`config.mk`:
```
export PLATFORM = sky130hd
export DESIGN_NAME = ras_predict_unit
export DESIGN_NICKNAME = d
export VERILOG_FILES = /design/src/core_cfg_pkg.sv /design/src/pred_types_pkg.sv /design/src/cfi_decode.sv /design/src/ras.sv /design/src/ras_ckpt_table.sv /design/src/ras_predict_unit.sv
export SDC_FILE = /design/constraint.sdc
export NUM_CORES = 1
export LEC_CHECK = 0
export BUFFER_PORTS_ARGS = -buffer_cell sky130_fd_sc_hd__clkbuf_2
export CORE_MARGIN = 5
export CORE_UTILIZATION = 25
export DETAILED_ROUTE_END_ITERATION = 16
export PLACE_DENSITY_LB_ADDON = 0.1
export SYNTH_ARGS = -nofsm -noshare
export SYNTH_HDL_FRONTEND = slang
export SYNTH_SLANG_ARGS = --single-unit
```
`constraint.sdc`:
```
create_clock -name CLK -period 4.75 [get_ports CLK]
set_clock_uncertainty 0.2 [all_clocks]
set_input_delay 0.95 -clock CLK [delete_from_list [all_inputs] [get_ports CLK]]
set_output_delay 0.95 -clock CLK [all_outputs]
set_load 0.005 [all_outputs]
```
`src/core_cfg_pkg.sv`:
```
// --------------------
// predictor sizing; pointer and tag widths must stay log2 of the counts
// link registers follow the RISC-V jump hint rules (ra and t0 only)
// --------------------

package core_cfg_pkg;

    // datapath width
    localparam int XLEN = 32;

    // return address stack
    localparam int RAS_ENTRIES      = 8;
    localparam int LOG_RAS_ENTRIES  = 3;
    // bit 0 of a target is always 0, so it is not stored
    localparam int RAS_TARGET_WIDTH = XLEN - 1;

    // in-flight tags for checkpointing
    localparam int TAG_COUNT     = 8;
    localparam int LOG_TAG_COUNT = 3;

    // --------------------
    // encodings
    localparam logic [6:0] OPC_JAL  = 7'b1101111;
    localparam logic [6:0] OPC_JALR = 7'b1100111;

    // link registers x1 and x5
    localparam logic [4:0] REG_RA = 5'd1;
    localparam logic [4:0] REG_T0 = 5'd5;

endpackage

```
`src/pred_types_pkg.sv`:
```
// --------------------
// shared vector types and the structs passed between predictor blocks
// widths come from the config package
// --------------------

package pred_types_pkg;

    import core_cfg_pkg::*;

    // --------------------
    // vector types

    // full byte address
    typedef logic [XLEN-1:0] pc_t;

    // raw 32-bit instruction word
    typedef logic [XLEN-1:0] instr_t;

    // halfword address held in a stack entry
    typedef logic [RAS_TARGET_WIDTH-1:0] ras_target_t;

    // stack pointer, wraps modulo the depth
    typedef logic [LOG_RAS_ENTRIES-1:0] ras_idx_t;

    // in-flight instruction id
    typedef logic [LOG_TAG_COUNT-1:0] tag_t;

    // --------------------
    // block interfaces

    // decoder to stack
    // push and pop together means replace the top entry
    typedef struct packed {
        logic push;
        logic pop;
        pc_t  link_addr;
    } ras_op_t;

    // checkpoint table to stack
    // valid for one cycle, index is the pointer to go back to
    typedef struct packed {
        logic     valid;
        ras_idx_t index;
    } ras_restore_t;

endpackage

```
`src/cfi_decode.sv`:
```
// --------------------
// RESP stage jump classifier, fully combinational
// no compressed instructions; the link address is always pc + 4
// a mispredict in the same cycle suppresses the stack action
// --------------------

`timescale 1ns/100ps

module cfi_decode (
    input  logic                    CLK,
    input  logic                    nRST,

    // RESP stage
    input  logic                    resp_valid,
    input  pred_types_pkg::instr_t  resp_instr,
    input  pred_types_pkg::pc_t     resp_pc,

    // resolve
    input  logic                    resolve_mispredict,

    // to stack and out
    output pred_types_pkg::ras_op_t op,
    output logic                    pred_ret
);

    import core_cfg_pkg::*;
    import pred_types_pkg::*;

    // --------------------
    // instruction fields
    logic [6:0] opcode;
    logic [4:0] rd;
    logic [4:0] rs1;

    logic       act;
    logic       is_jal;
    logic       is_jalr;
    logic       rd_link;
    logic       rs1_link;

    assign opcode = resp_instr[6:0];
    assign rd     = resp_instr[11:7];
    assign rs1    = resp_instr[19:15];

    // RESP is dropped when a mispredict lands in the same cycle
    assign act = resp_valid & ~resolve_mispredict;

    assign is_jal  = act & (opcode == OPC_JAL);
    assign is_jalr = act & (opcode == OPC_JALR);

    // ra or t0 counts as a link register
    assign rd_link  = (rd == REG_RA) | (rd == REG_T0);
    assign rs1_link = (rs1 == REG_RA) | (rs1 == REG_T0);

    // --------------------
    // hint table
    always_comb begin
        op.push      = 1'b0;
        op.pop       = 1'b0;
        // return address of this jump
        op.link_addr = resp_pc + pc_t'(4);

        // call through jal
        if (is_jal) begin
            op.push = rd_link;
        end
        else if (is_jalr) begin
            // any linking rd is a call
            op.push = rd_link;
            // return, unless rd == rs1 both linking (plain call)
            // rd != rs1 both linking is the coroutine swap, pop then push
            op.pop  = rs1_link & (~rd_link | (rd != rs1));
        end
    end

    // a return consumes the top entry
    assign pred_ret = op.pop;

    // a valid RESP slot carries a known instruction
    ap_valid_instr_known: assert property (
        @(posedge CLK) disable iff (!nRST)
        resp_valid |-> !$isunknown(resp_instr)
    );

endmodule

```
`src/ras.sv`:
```
// --------------------
// 8-entry circular return address stack
// pointer-only restore; entries overwritten since a checkpoint stay lost
// overflow silently wraps over the oldest entry
// --------------------

`timescale 1ns/100ps

module ras (
    input  logic                          CLK,
    input  logic                          nRST,

    // from decoder
    input  pred_types_pkg::ras_op_t       op,

    // from checkpoint table
    input  pred_types_pkg::ras_restore_t  restore,

    // predicted return target, current pointer
    output pred_types_pkg::pc_t           target,
    output pred_types_pkg::ras_idx_t      ras_index
);

    import core_cfg_pkg::*;
    import pred_types_pkg::*;

    // --------------------
    // storage
    ras_target_t ras_array [RAS_ENTRIES];
    ras_idx_t    sp;

    // next-state controls
    ras_idx_t    next_sp;
    ras_idx_t    wr_idx;
    logic        wr_en;
    ras_idx_t    sp_inc;
    ras_idx_t    sp_dec;

    // wrap modulo depth through the pointer width
    assign sp_inc = ras_idx_t'(sp + ras_idx_t'(1));
    assign sp_dec = ras_idx_t'(sp - ras_idx_t'(1));

    // --------------------
    // action select
    always_comb begin
        next_sp = sp;
        wr_en   = 1'b0;
        wr_idx  = sp;

        // restore beats any RESP action
        if (restore.valid) begin
            next_sp = restore.index;
        end
        // swap: replace top in place, pointer holds
        else if (op.push & op.pop) begin
            wr_en  = 1'b1;
            wr_idx = sp;
        end
        // call: write above top and advance
        else if (op.push) begin
            wr_en   = 1'b1;
            wr_idx  = sp_inc;
            next_sp = sp_inc;
        end
        // return: step back, entry left in place
        else if (op.pop) begin
            next_sp = sp_dec;
        end
    end

    // --------------------
    // state
    always_ff @(posedge CLK, negedge nRST) begin
        if (!nRST) begin
            sp <= '0;
            for (int i = 0; i < RAS_ENTRIES; i++) begin
                ras_array[i] <= '0;
            end
        end
        else begin
            sp <= next_sp;
            // drop bit 0 of the halfword-aligned link
            if (wr_en) begin
                ras_array[wr_idx] <= op.link_addr[XLEN-1:1];
            end
        end
    end

    // top entry, same cycle
    assign target    = {ras_array[sp], 1'b0};
    assign ras_index = sp;

    // snapshot must have been written before it is read back
    ap_restore_known: assert property (
        @(posedge CLK) disable iff (!nRST)
        restore.valid |-> !$isunknown(restore.index)
    );

endmodule

```
`src/ras_ckpt_table.sv`:
```
// --------------------
// per-tag snapshot of the stack pointer seen by each RESP instruction
// a tag holds one snapshot; a new RESP on the same tag overwrites it
// --------------------

`timescale 1ns/100ps

module ras_ckpt_table (
    input  logic                          CLK,
    input  logic                          nRST,

    // RESP stage
    input  logic                          resp_valid,
    input  pred_types_pkg::tag_t          resp_tag,
    input  pred_types_pkg::ras_idx_t      ras_index,

    // resolve
    input  logic                          resolve_mispredict,
    input  pred_types_pkg::tag_t          resolve_tag,

    // to stack
    output pred_types_pkg::ras_restore_t  restore
);

    import core_cfg_pkg::*;
    import pred_types_pkg::*;

    // --------------------
    // snapshot storage
    ras_idx_t               snap_idx [TAG_COUNT];
    logic [TAG_COUNT-1:0]   snap_valid;

    logic                   ckpt_wr;

    // RESP dropped by a same-cycle mispredict leaves no snapshot
    assign ckpt_wr = resp_valid & ~resolve_mispredict;

    // pointer before this RESP's own action
    always_ff @(posedge CLK) begin
        if (ckpt_wr) begin
            snap_idx[resp_tag] <= ras_index;
        end
    end

    // valid bits
    always_ff @(posedge CLK, negedge nRST) begin
        if (!nRST) begin
            snap_valid <= '0;
        end
        else begin
            if (ckpt_wr) begin
                snap_valid[resp_tag] <= 1'b1;
            end
            // consumed by the restore
            if (resolve_mispredict) begin
                snap_valid[resolve_tag] <= 1'b0;
            end
        end
    end

    // --------------------
    // read back in the mispredict cycle
    always_comb begin
        restore.valid = resolve_mispredict & snap_valid[resolve_tag];
        restore.index = snap_idx[resolve_tag];
    end

    // resolve only names tags issued through RESP
    ap_mispredict_tag_valid: assert property (
        @(posedge CLK) disable iff (!nRST)
        resolve_mispredict |-> snap_valid[resolve_tag]
    );

endmodule

```
`src/ras_predict_unit.sv`:
```
// --------------------
// return-address predictor top: decoder -> stack <-> checkpoint table
// no back-pressure; all inputs are taken every cycle
// --------------------

`timescale 1ns/100ps

module ras_predict_unit (
    input  logic                    CLK,
    input  logic                    nRST,

    // RESP stage
    input  logic                    resp_valid,
    input  pred_types_pkg::instr_t  resp_instr,
    input  pred_types_pkg::pc_t     resp_pc,
    input  pred_types_pkg::tag_t    resp_tag,

    // resolve
    input  logic                    resolve_mispredict,
    input  pred_types_pkg::tag_t    resolve_tag,

    // prediction
    output logic                    pred_ret,
    output pred_types_pkg::pc_t     pred_target
);

    import pred_types_pkg::*;

    // --------------------
    // block links
    ras_op_t        op;
    ras_restore_t   restore;
    ras_idx_t       ras_index;

    // classify and form link address
    cfi_decode u_cfi_decode (
        .CLK                (CLK),
        .nRST               (nRST),
        .resp_valid         (resp_valid),
        .resp_instr         (resp_instr),
        .resp_pc            (resp_pc),
        .resolve_mispredict (resolve_mispredict),
        .op                 (op),
        .pred_ret           (pred_ret)
    );

    // stack, top entry is the prediction
    ras u_ras (
        .CLK        (CLK),
        .nRST       (nRST),
        .op         (op),
        .restore    (restore),
        .target     (pred_target),
        .ras_index  (ras_index)
    );

    // pointer snapshots per tag
    ras_ckpt_table u_ras_ckpt_table (
        .CLK                (CLK),
        .nRST               (nRST),
        .resp_valid         (resp_valid),
        .resp_tag           (resp_tag),
        .ras_index          (ras_index),
        .resolve_mispredict (resolve_mispredict),
        .resolve_tag        (resolve_tag),
        .restore            (restore)
    );

endmodule

```
# [After elaboration in Yosys (flattened, before gate mapping)]
# Memories as Yosys holds them, arrays and structs flattened.
# Cells that the tools add are included.
[totals] regBits=259 latch_bits=0 ram_bits=24 romBits=0 output_inout_bits=33 elab_cells=79 memories=1
[classes] n_addsub=3 multipliers=0 n_div=0 order_cmp=7 eq_ne=8 shift=0 n_mux=29 bitwise_logic=16 reduce_logical=5
[mem_list] name="u_ras_ckpt_table.snap_idx" words=8 word_bits=3 rd=1 rd_ports_with_merged_regs=0 wr=1 line_no="ras_ckpt_table.sv:30" text="ras_idx_t snap_idx [TAG_COUNT];"
[ops] cell="bitwise mux 248 bit" count=1
[ops] cell="binary-select mux 31 bit (select 3 bit)" count=1
[ops] cell="demux 31 bit (select 3 bit)" count=1
[ops] cell="two-way mux 31 bit" count=3
[ops] cell="adder 32 x 3 -> 32 bit (second input constant)" count=1
[ops] cell="two-way mux 3 bit" count=7
[ops] cell="two-way mux 8 bit" count=2
[ops] cell="equality test 7 bit (second input constant)" count=2
[ops] cell="equality test 5 x 1 -> 1 bit (second input constant)" count=2
[ops] cell="equality test 5 x 3 -> 1 bit (second input constant)" count=2
[ops] cell="two-way mux 1 bit" count=10
[ops] cell="bitwise AND 8 bit" count=1
[ops] cell="greater-or-equal comparator 4 bit (second input constant)" count=2
[ops] cell="< comparator 3 x 4 -> 1 bit (second input constant)" count=2
[ops] cell="NOT 3 -> 4 bit" count=2
[ops] cell="NOT 8 bit" count=1
[ops] cell="bitwise OR 8 bit" count=1
[ops] cell="bitwise AND 1 bit" count=6
[ops] cell="demux 1 bit (select 3 bit)" count=2
[ops] cell="greater-or-equal comparator 3 x 1 -> 1 bit (second input constant)" count=2
[ops] cell="inequality test 5 bit" count=1
[ops] cell="< comparator 4 x 1 -> 1 bit (second input constant)" count=1
[ops] cell="adder 3 x 1 -> 3 bit (second input constant)" count=1
[ops] cell="binary-select mux 1 bit (select 3 bit)" count=1
[ops] cell="other kinds (8)" count=13

# [Longest topological paths before layout]
# Gate-level depths: netlist of the first run.
[logic_depth] word_depth=16 ltp_mapped=9

# [Cells and area by module]
# Synthesis of the first run repeated with hierarchy kept, for this count alone.
[unflattened] cells_unflattened=864 area_unflattened_um2=13579.3
[modules_own_cells] module="ras" instances=1 cells_per_inst=687 area_each_um2=11539.8
[modules_own_cells] module="ras_ckpt_table" instances=1 cells_per_inst=85 area_each_um2=1376.3
[modules_own_cells] module="cfi_decode" instances=1 cells_per_inst=92 area_each_um2=663.1

# [Least setup slack after synthesis of the first run]
# Ideal clock, no wire load.
[synth_timing] path_type="register to output" start="register u_ras.sp[0] (netlist: u_ras.ras_index[0])" end="output pred_target[2]" arrival_time_ps=1772 setup_slack_ps=1828 path_stages_with_launch=5 path_buffers=2 cell_sequence="dfrtp_1 buf_2 buf_2 mux4_2 mux2_2"
[synth_via] elab_chain_cells=4
[synth_rtl] item="start: declaration" line_no="ras.sv:30" text="ras_idx_t sp;"
[synth_rtl] item="start signal: assignment" line_no="ras.sv:81" text="sp <= next_sp;"
[synth_rtl] item="NOT 3 -> 4 bit (not written as such)" line_no="ras.sv:90" text="assign target = {ras_array[sp], 1'b0};"
[synth_rtl] item="binary-select mux 31 bit (select 3 bit)" line_no="ras.sv:90"
[synth_rtl] item="two-way mux 31 bit (not written as such) (2 in a row)" line_no="ras.sv:90"
[synth_rtl] item="end: declaration" line_no="ras_predict_unit.sv:24" text="output pred_types_pkg::pc_t pred_target"
# No other way between the ends. The select of a mux whose other input is x is not followed.

# [Final worst setup path of the first run]
[layout_timing] start="register u_ras.sp[0] (netlist: u_ras.ras_index[0])" end="output pred_target[15]"
# Same word-level chain as after synthesis.

==> run summary, run 1 <==
status -> complete, no violations
critical path launch point -> u_ras.ras_index[0]
synth warn -> 0
antenna violations before repair -> 4
Tightest Pin Transition -> 0.884 ns
Worst Path Required -> 3.60 ns
Peak supply drop -> 0.222 mV
Final ANT Viol Nets -> 0
routed vias -> 7,839
Worst-Skew Late Latency -> 0.52 ns
starting density of the core -> 25.2%
area of the mapped netlist -> 13,500 µm²
WP data arrival -> 2.91 ns
PostCTS Resize Cnt -> 0
leakage -> 7.38 nW
Worst slew margin -> 41.1%
#FFs+latches synth -> 283
nets -> 1,044
clock buffer depth -> 3
largest net degree at the start of global routing -> 103
ys async rst share -> 91.5%
residual DRC count -> 0
number of flops mapped to enable cells by yosys -> 24
Total Wirelength -> 36,900 µm
f_max -> 246 MHz
CP Max Fanout -> 27
TritonRoute pass-1 iters -> 4
Final setup viols -> 0
Worst setup SP type -> flop
fillcell total -> 5,363
Worst Path Buf+Inv -> 2
Total GRT Usage -> 12.5%
Final WS setup -> 0.688 ns
dominant synthesized flop cell -> dfrtp_1
layout cell share with drive strength beyond 1 -> 52.8%
max_cap viols -> 0
post-synth net total -> 944
post-synthesis average cell area -> 15.6 µm²
Cell Area, Placed -> 14,800 µm²
worst min-delay path class -> in2async
hpwl dp -> 23,100 µm
Crit Path Category -> reg2out
GRT Residual Overflow -> 0
Pint -> 0.00447 W
total CTS buffers -> 36
Cell variety after synth -> 53
Slowest cell on crit path -> dfrtp_4
CTS tree -> done
cts hold-fix bufs -> 0
die width -> 243 µm
first-pass GRT wire length -> 56,300 µm
top cell type's share of synthesized area -> 48.0%
max-slew violation count -> 0
Clk pwr share -> 41.4%
# clock sinks -> 283
Worst-path clk slew -> 0.06 ns
Switch Pwr -> 0.00178 W
post-layout min period -> 4.06 ns
combinational power share -> 15.6%
Synth Instances -> 867
Synth area leaders -> dfrtp_1 48%, mux2_2 22%, mux4_2 12%
CP max stage delay -> 0.82 ns
core area -> 53,700 µm²
Final Total Pwr -> 0.00626 W
H-tree lvl count -> 2
IO Port Bufs -> 89
Sw Share -> 28.5%
critical path cell sequence -> buf_4 > mux4_2 > mux2_2 > clkbuf_2
DP Worst Slack -> 0.964 ns
cell family with most CP delay -> multiplexers
IO Count -> 107
DR iter-0 viols -> 450
sequential share of power -> 43.0%
site row count -> 85
crit end category -> output port
most frequent cell after synthesis -> mux2_2
Crit Reg-Reg Startpoint -> u_ras.ras_index[0]
die area -> 58,800 µm²
setup TNS -> 0 ns
period utilization -> 85.5%
drt wl/cell -> 21.9 µm
unrepaired setup endpoints after global routing -> false
Vias per Instance -> 4.66
Die Height -> 243 µm
Pwr per Cell Area -> 394 nW/µm²
Seq/Total Area, Yosys -> 53.3%
cell type with the largest total area after synthesis -> dfrtp_1
final cell area excluding filler cells -> 15,900 µm²
Setup Buffers After CTS -> 0
vias in the first global route -> 8,399
root buf cell -> clkbuf_16
GPL Wtd Cong -> 0.700
most instantiated cells after synthesis -> 267 x mux2_2, 259 x dfrtp_1, 70 x mux4_2
P&R area growth vs syn -> 17.5%
Final Hold Fails -> 0
==> final timing paths <==
check | end | cells after the start | slack, ns
hold reg to reg | u_ras.ras_array[191] | 1 | 0.29
setup reg to reg | u_ras.ras_array[134] | 7 | 1.20
hold / removal | u_ras.ras_array[118] | 1 | 0.27
max in group asynchronous | u_ras.ras_array[226] | 2 | 3.13
setup / recovery | pred_target[15] | 4 | 0.69
min in group CLK | u_ras.ras_array[191] | 1 | 0.29
==> layout by cell type (no fill, tap or decap), types with 14 or more instances in the layout <==
master       n
mux2_2     267
dfrtp_1    256
clkbuf_2    88
mux4_2      70
clkbuf_16   37
edfxtp_1    24
xnor2_1     19
nand4_1     16
buf_4       15
xor2_1      14
==> stage by stage <==
step | std cells | hold slack [ns] | util (%)
detailed placement | 1625 | 0.281 | 27.5
floorplan | 867 | 0.253 | -
finish | 1683 | 0.275 | 29.6
global route | 1682 | 0.305 | 29.6
global placement | 1625 | 0.267 | 27.5
CTS | 1682 | 0.293 | 29.6
==> power groups by stage <==
stage	clock network, W	logic [W]	registers, W
3_3_place_gp	0	0.00101	0.00275
6_report	0.00259	0.000977	0.00269
2_1_floorplan	0	0.000746	0.00258
4_1_cts	0.00271	0.00102	0.00271
3_5_place_dp	0	0.00101	0.00275
5_1_grt	0.00280	0.00107	0.00272
==> cell families after synthesis <==
family	count (synthesis)	share of synthesized area [%]
compound gates	35	2.06
xor+xnor	33	2.14
fa+ha+maj	3	0.278
buf+inv	62	2.88
flops	283	53.3
mux	347	34.7
other cells	1	0.0277
simple gates	103	4.62
==> flip-flops by register name, indices dropped and copies added (netlist names) <==
signal / flops
u_ras.ras_array: 248
u_ras.ras_index: 3
u_ras_ckpt_table.snap_idx: 24
u_ras_ckpt_table.snap_valid: 8
==> cell type report <==
cell class | instances | area [µm²] | area share, %
clock buffers | 49 | 1030 | 6.49
diodes | 1 | 2.50 | 0.0158
inverters | 13 | 48.8 | 0.307
repair buffers | 111 | 708 | 4.46
clock inverters | 8 | 63.8 | 0.402
flip-flops and latches | 283 | 7210 | 45.4
multi-input cells | 522 | 5940 | 37.4
well taps | 696 | 871 | 5.48
==> layer usage <==
layer / GRT usage (%) / part of all wire [%] / vias up
li1: - / - / 3489
met1: 17.9 / 47 / 4164
met2: 19.5 / 46 / 130
met3: 2.55 / 4.1 / 50
met4: 3.54 / 2.1 / 6
met5: 0 / 0.095 / -
Note: power is estimated with default switching activity, not from simulation.
==> inputs of run 2 (changes only) <==
--- a/config.mk
+++ b/config.mk
@@ -9,7 +9,8 @@
 export CORE_MARGIN = 5
 export CORE_UTILIZATION = 25
 export DETAILED_ROUTE_END_ITERATION = 16
-export PLACE_DENSITY_LB_ADDON = 0.1
+export GPL_ROUTABILITY_DRIVEN = 0
+export PLACE_DENSITY_LB_ADDON = 0.2
 export SYNTH_ARGS = -nofsm -noshare
 export SYNTH_HDL_FRONTEND = slang
 export SYNTH_SLANG_ARGS = --single-unit
==> run summary, run 2 (synthesis results as in run 1) <==
status -> complete, no violations
Largest register FFs -> 248 (unchanged)
TritonRoute pass-1 iters -> 4 (unchanged)
starting density of the core -> 25.2% (unchanged)
met2 Resource Use GR -> 17.3% (-2.2 points)
Peak supply drop -> 0.188 mV (-15%)
die area -> 58,800 µm² (unchanged)
die width -> 243 µm (unchanged)
M1 GR Usage -> 17.9% (about the same)
Final setup viols -> 0 (unchanged)
H-tree lvl count -> 2 (unchanged)
drt wl/cell -> 20.7 µm (-5.4%)
Most Crowded Layer GR -> met1
Vias per Instance -> 4.69 (+0.68%)
Worst-Skew Late Latency -> 0.51 ns (about the same)
hpwl dp -> 22,000 µm (-5.1%)
worst min-delay path class -> in2async
# clock sinks -> 283 (unchanged)
unrepaired setup endpoints after global routing -> false
PostCTS Resize Cnt -> 0 (unchanged)
commonest non-fill, non-tap cell in the layout -> mux2_2
core area -> 53,700 µm² (unchanged)
leakage -> 7.34 nW (-0.49%)
Worst setup SP type -> flop
Worst-path clk slew -> 0.06 ns (about the same)
IO Count -> 107 (unchanged)
routed vias -> 7,883 (+0.56%)
Die Height -> 243 µm (unchanged)
CTS tree -> done
Total Wirelength -> 34,900 µm (-5.5%)
period utilization -> 81.7% (-3.8 points)
Switch Pwr -> 0.00174 W (-2.5%)
flop-to-flop setup slack -> 1.48 ns (+0.28 ns)
max_cap viols -> 0 (unchanged)
Reg with most FFs -> u_ras.ras_array
GR Util met3 -> 2.32% (-0.23 points)
Util after Layout -> 29.4% (-0.13 points)
GRT Residual Overflow -> 0 (unchanged)
DR iter-0 viols -> 370 (-18%)
sequential share of power -> 43.3% (+0.3 points)
Final Hold Fails -> 0 (unchanged)
cts hold-fix bufs -> 0 (unchanged)
root buf cell -> clkbuf_16
P&R area growth vs syn -> 17.0%
antenna violations before repair -> 0 (-4)
vias in the first global route -> 8,226 (-2.1%)
largest net degree at the start of global routing -> 86 (-17%)
site row count -> 85 (unchanged)
clock buffer depth -> 3 (unchanged)
post-layout min period -> 3.88 ns (-0.182 ns)
WP data arrival -> 2.73 ns (-0.18 ns)
nets -> 1,040 (-0.38%)
Total GRT Usage -> 11.8% (-0.78 points)
setup TNS -> 0 ns (unchanged)
CP Max Fanout -> 36 (+33%)
most frequent cells in the layout -> 267 x mux2_2, 256 x dfrtp_1, 88 x clkbuf_2, 70 x mux4_2, 35 x clkbuf_16
Pint -> 0.00444 W (-0.63%)
Top Registers -> u_ras.ras_array (248), u_ras_ckpt_table.snap_idx (24), u_ras_ckpt_table.snap_valid (8)
Clk pwr share -> 40.3% (-1.1 points)
Pwr per Cell Area -> 391 nW/µm² (-0.73%)
IO Port Bufs -> 89 (unchanged)
Worst slew margin -> 34.7% (-6.4 points)
Worst Path Required -> 3.60 ns (about the same)
first-pass GRT wire length -> 53,600 µm (-4.8%)
f_max -> 258 MHz (+4.7%)
Setup Buffers After CTS -> 0 (unchanged)
crit end category -> output port
layout cell share with drive strength beyond 1 -> 52.6% (-0.20 points)
Tightest Pin Transition -> 0.971 ns (+0.0873 ns)
total CTS buffers -> 34 (-5.6%)
residual DRC count -> 0 (unchanged)
Sw Share -> 28.1% (-0.39 points)
Final ANT Viol Nets -> 0 (unchanged)
combinational power share -> 16.4% (+0.8 points)
Crit Path Category -> reg2out
Fin Hold WS -> 0.243 ns (-0.0318 ns)
max-slew violation count -> 0 (unchanged)
run 2: layer usage:
layer	wire length (µm)	up-vias
met5	0	-
li1	-	3501
met2	15100	177
met4	564	0
met1	17700	4167
met3	1490	38
run 2: path summary, 6_finish.rpt:
kind | from | endpoint | depth (start not counted)
setup / recovery | u_ras.ras_index[1] | pred_target[4] | 4
hold reg to reg | u_ras.ras_array[64] | u_ras.ras_array[64] | 1
setup reg to reg | u_ras.ras_index[1] | u_ras.ras_array[242] | 6
hold / removal | nRST | u_ras.ras_array[198] | 1
max in group asynchronous | nRST | u_ras.ras_array[85] | 2
min in group CLK | u_ras.ras_array[64] | u_ras.ras_array[64] | 1
run 2: final cells by class:
cell class / instances / area (µm²)
sequential: 283 / 7210
clock inverter: 11 / 108
fill: 5404 / 37900
inverter: 13 / 48.8
tap: 696 / 871
antenna: 1 / 2.50
clock buffer: 46 / 957
timing repair buffer: 109 / 668
multi-input combinational: 522 / 5940
run 2: power groups by stage:
stage	Combinational (W)	Clock, W	Sequential (W)
after floorplan	0.000746	0	0.00258
after global placement	0.00103	0	0.00273
after detailed placement	0.00103	0	0.00273
after CTS	0.00103	0.00260	0.00268
after global routing	0.00110	0.00268	0.00269
final	0.00101	0.00249	0.00268
run 2: metrics by stage:
step,cells,total power (W),setup slack (ns),area [µm²]
after global routing,1680,0.00647,0.747,15800
after floorplan,867,0.00333,1.83,13500
after global placement,1623,0.00376,1.08,14700
final,1681,0.00618,0.871,15800
after CTS,1680,0.00632,0.814,15800
after detailed placement,1623,0.00376,1.06,14700
run 2: worst max-delay path, cell delays in order (launching register included):
cell and delay (ns):
dfrtp_4 0.79, buf_4 0.57, mux4_2 0.38, mux2_2 0.31, clkbuf_2 0.12
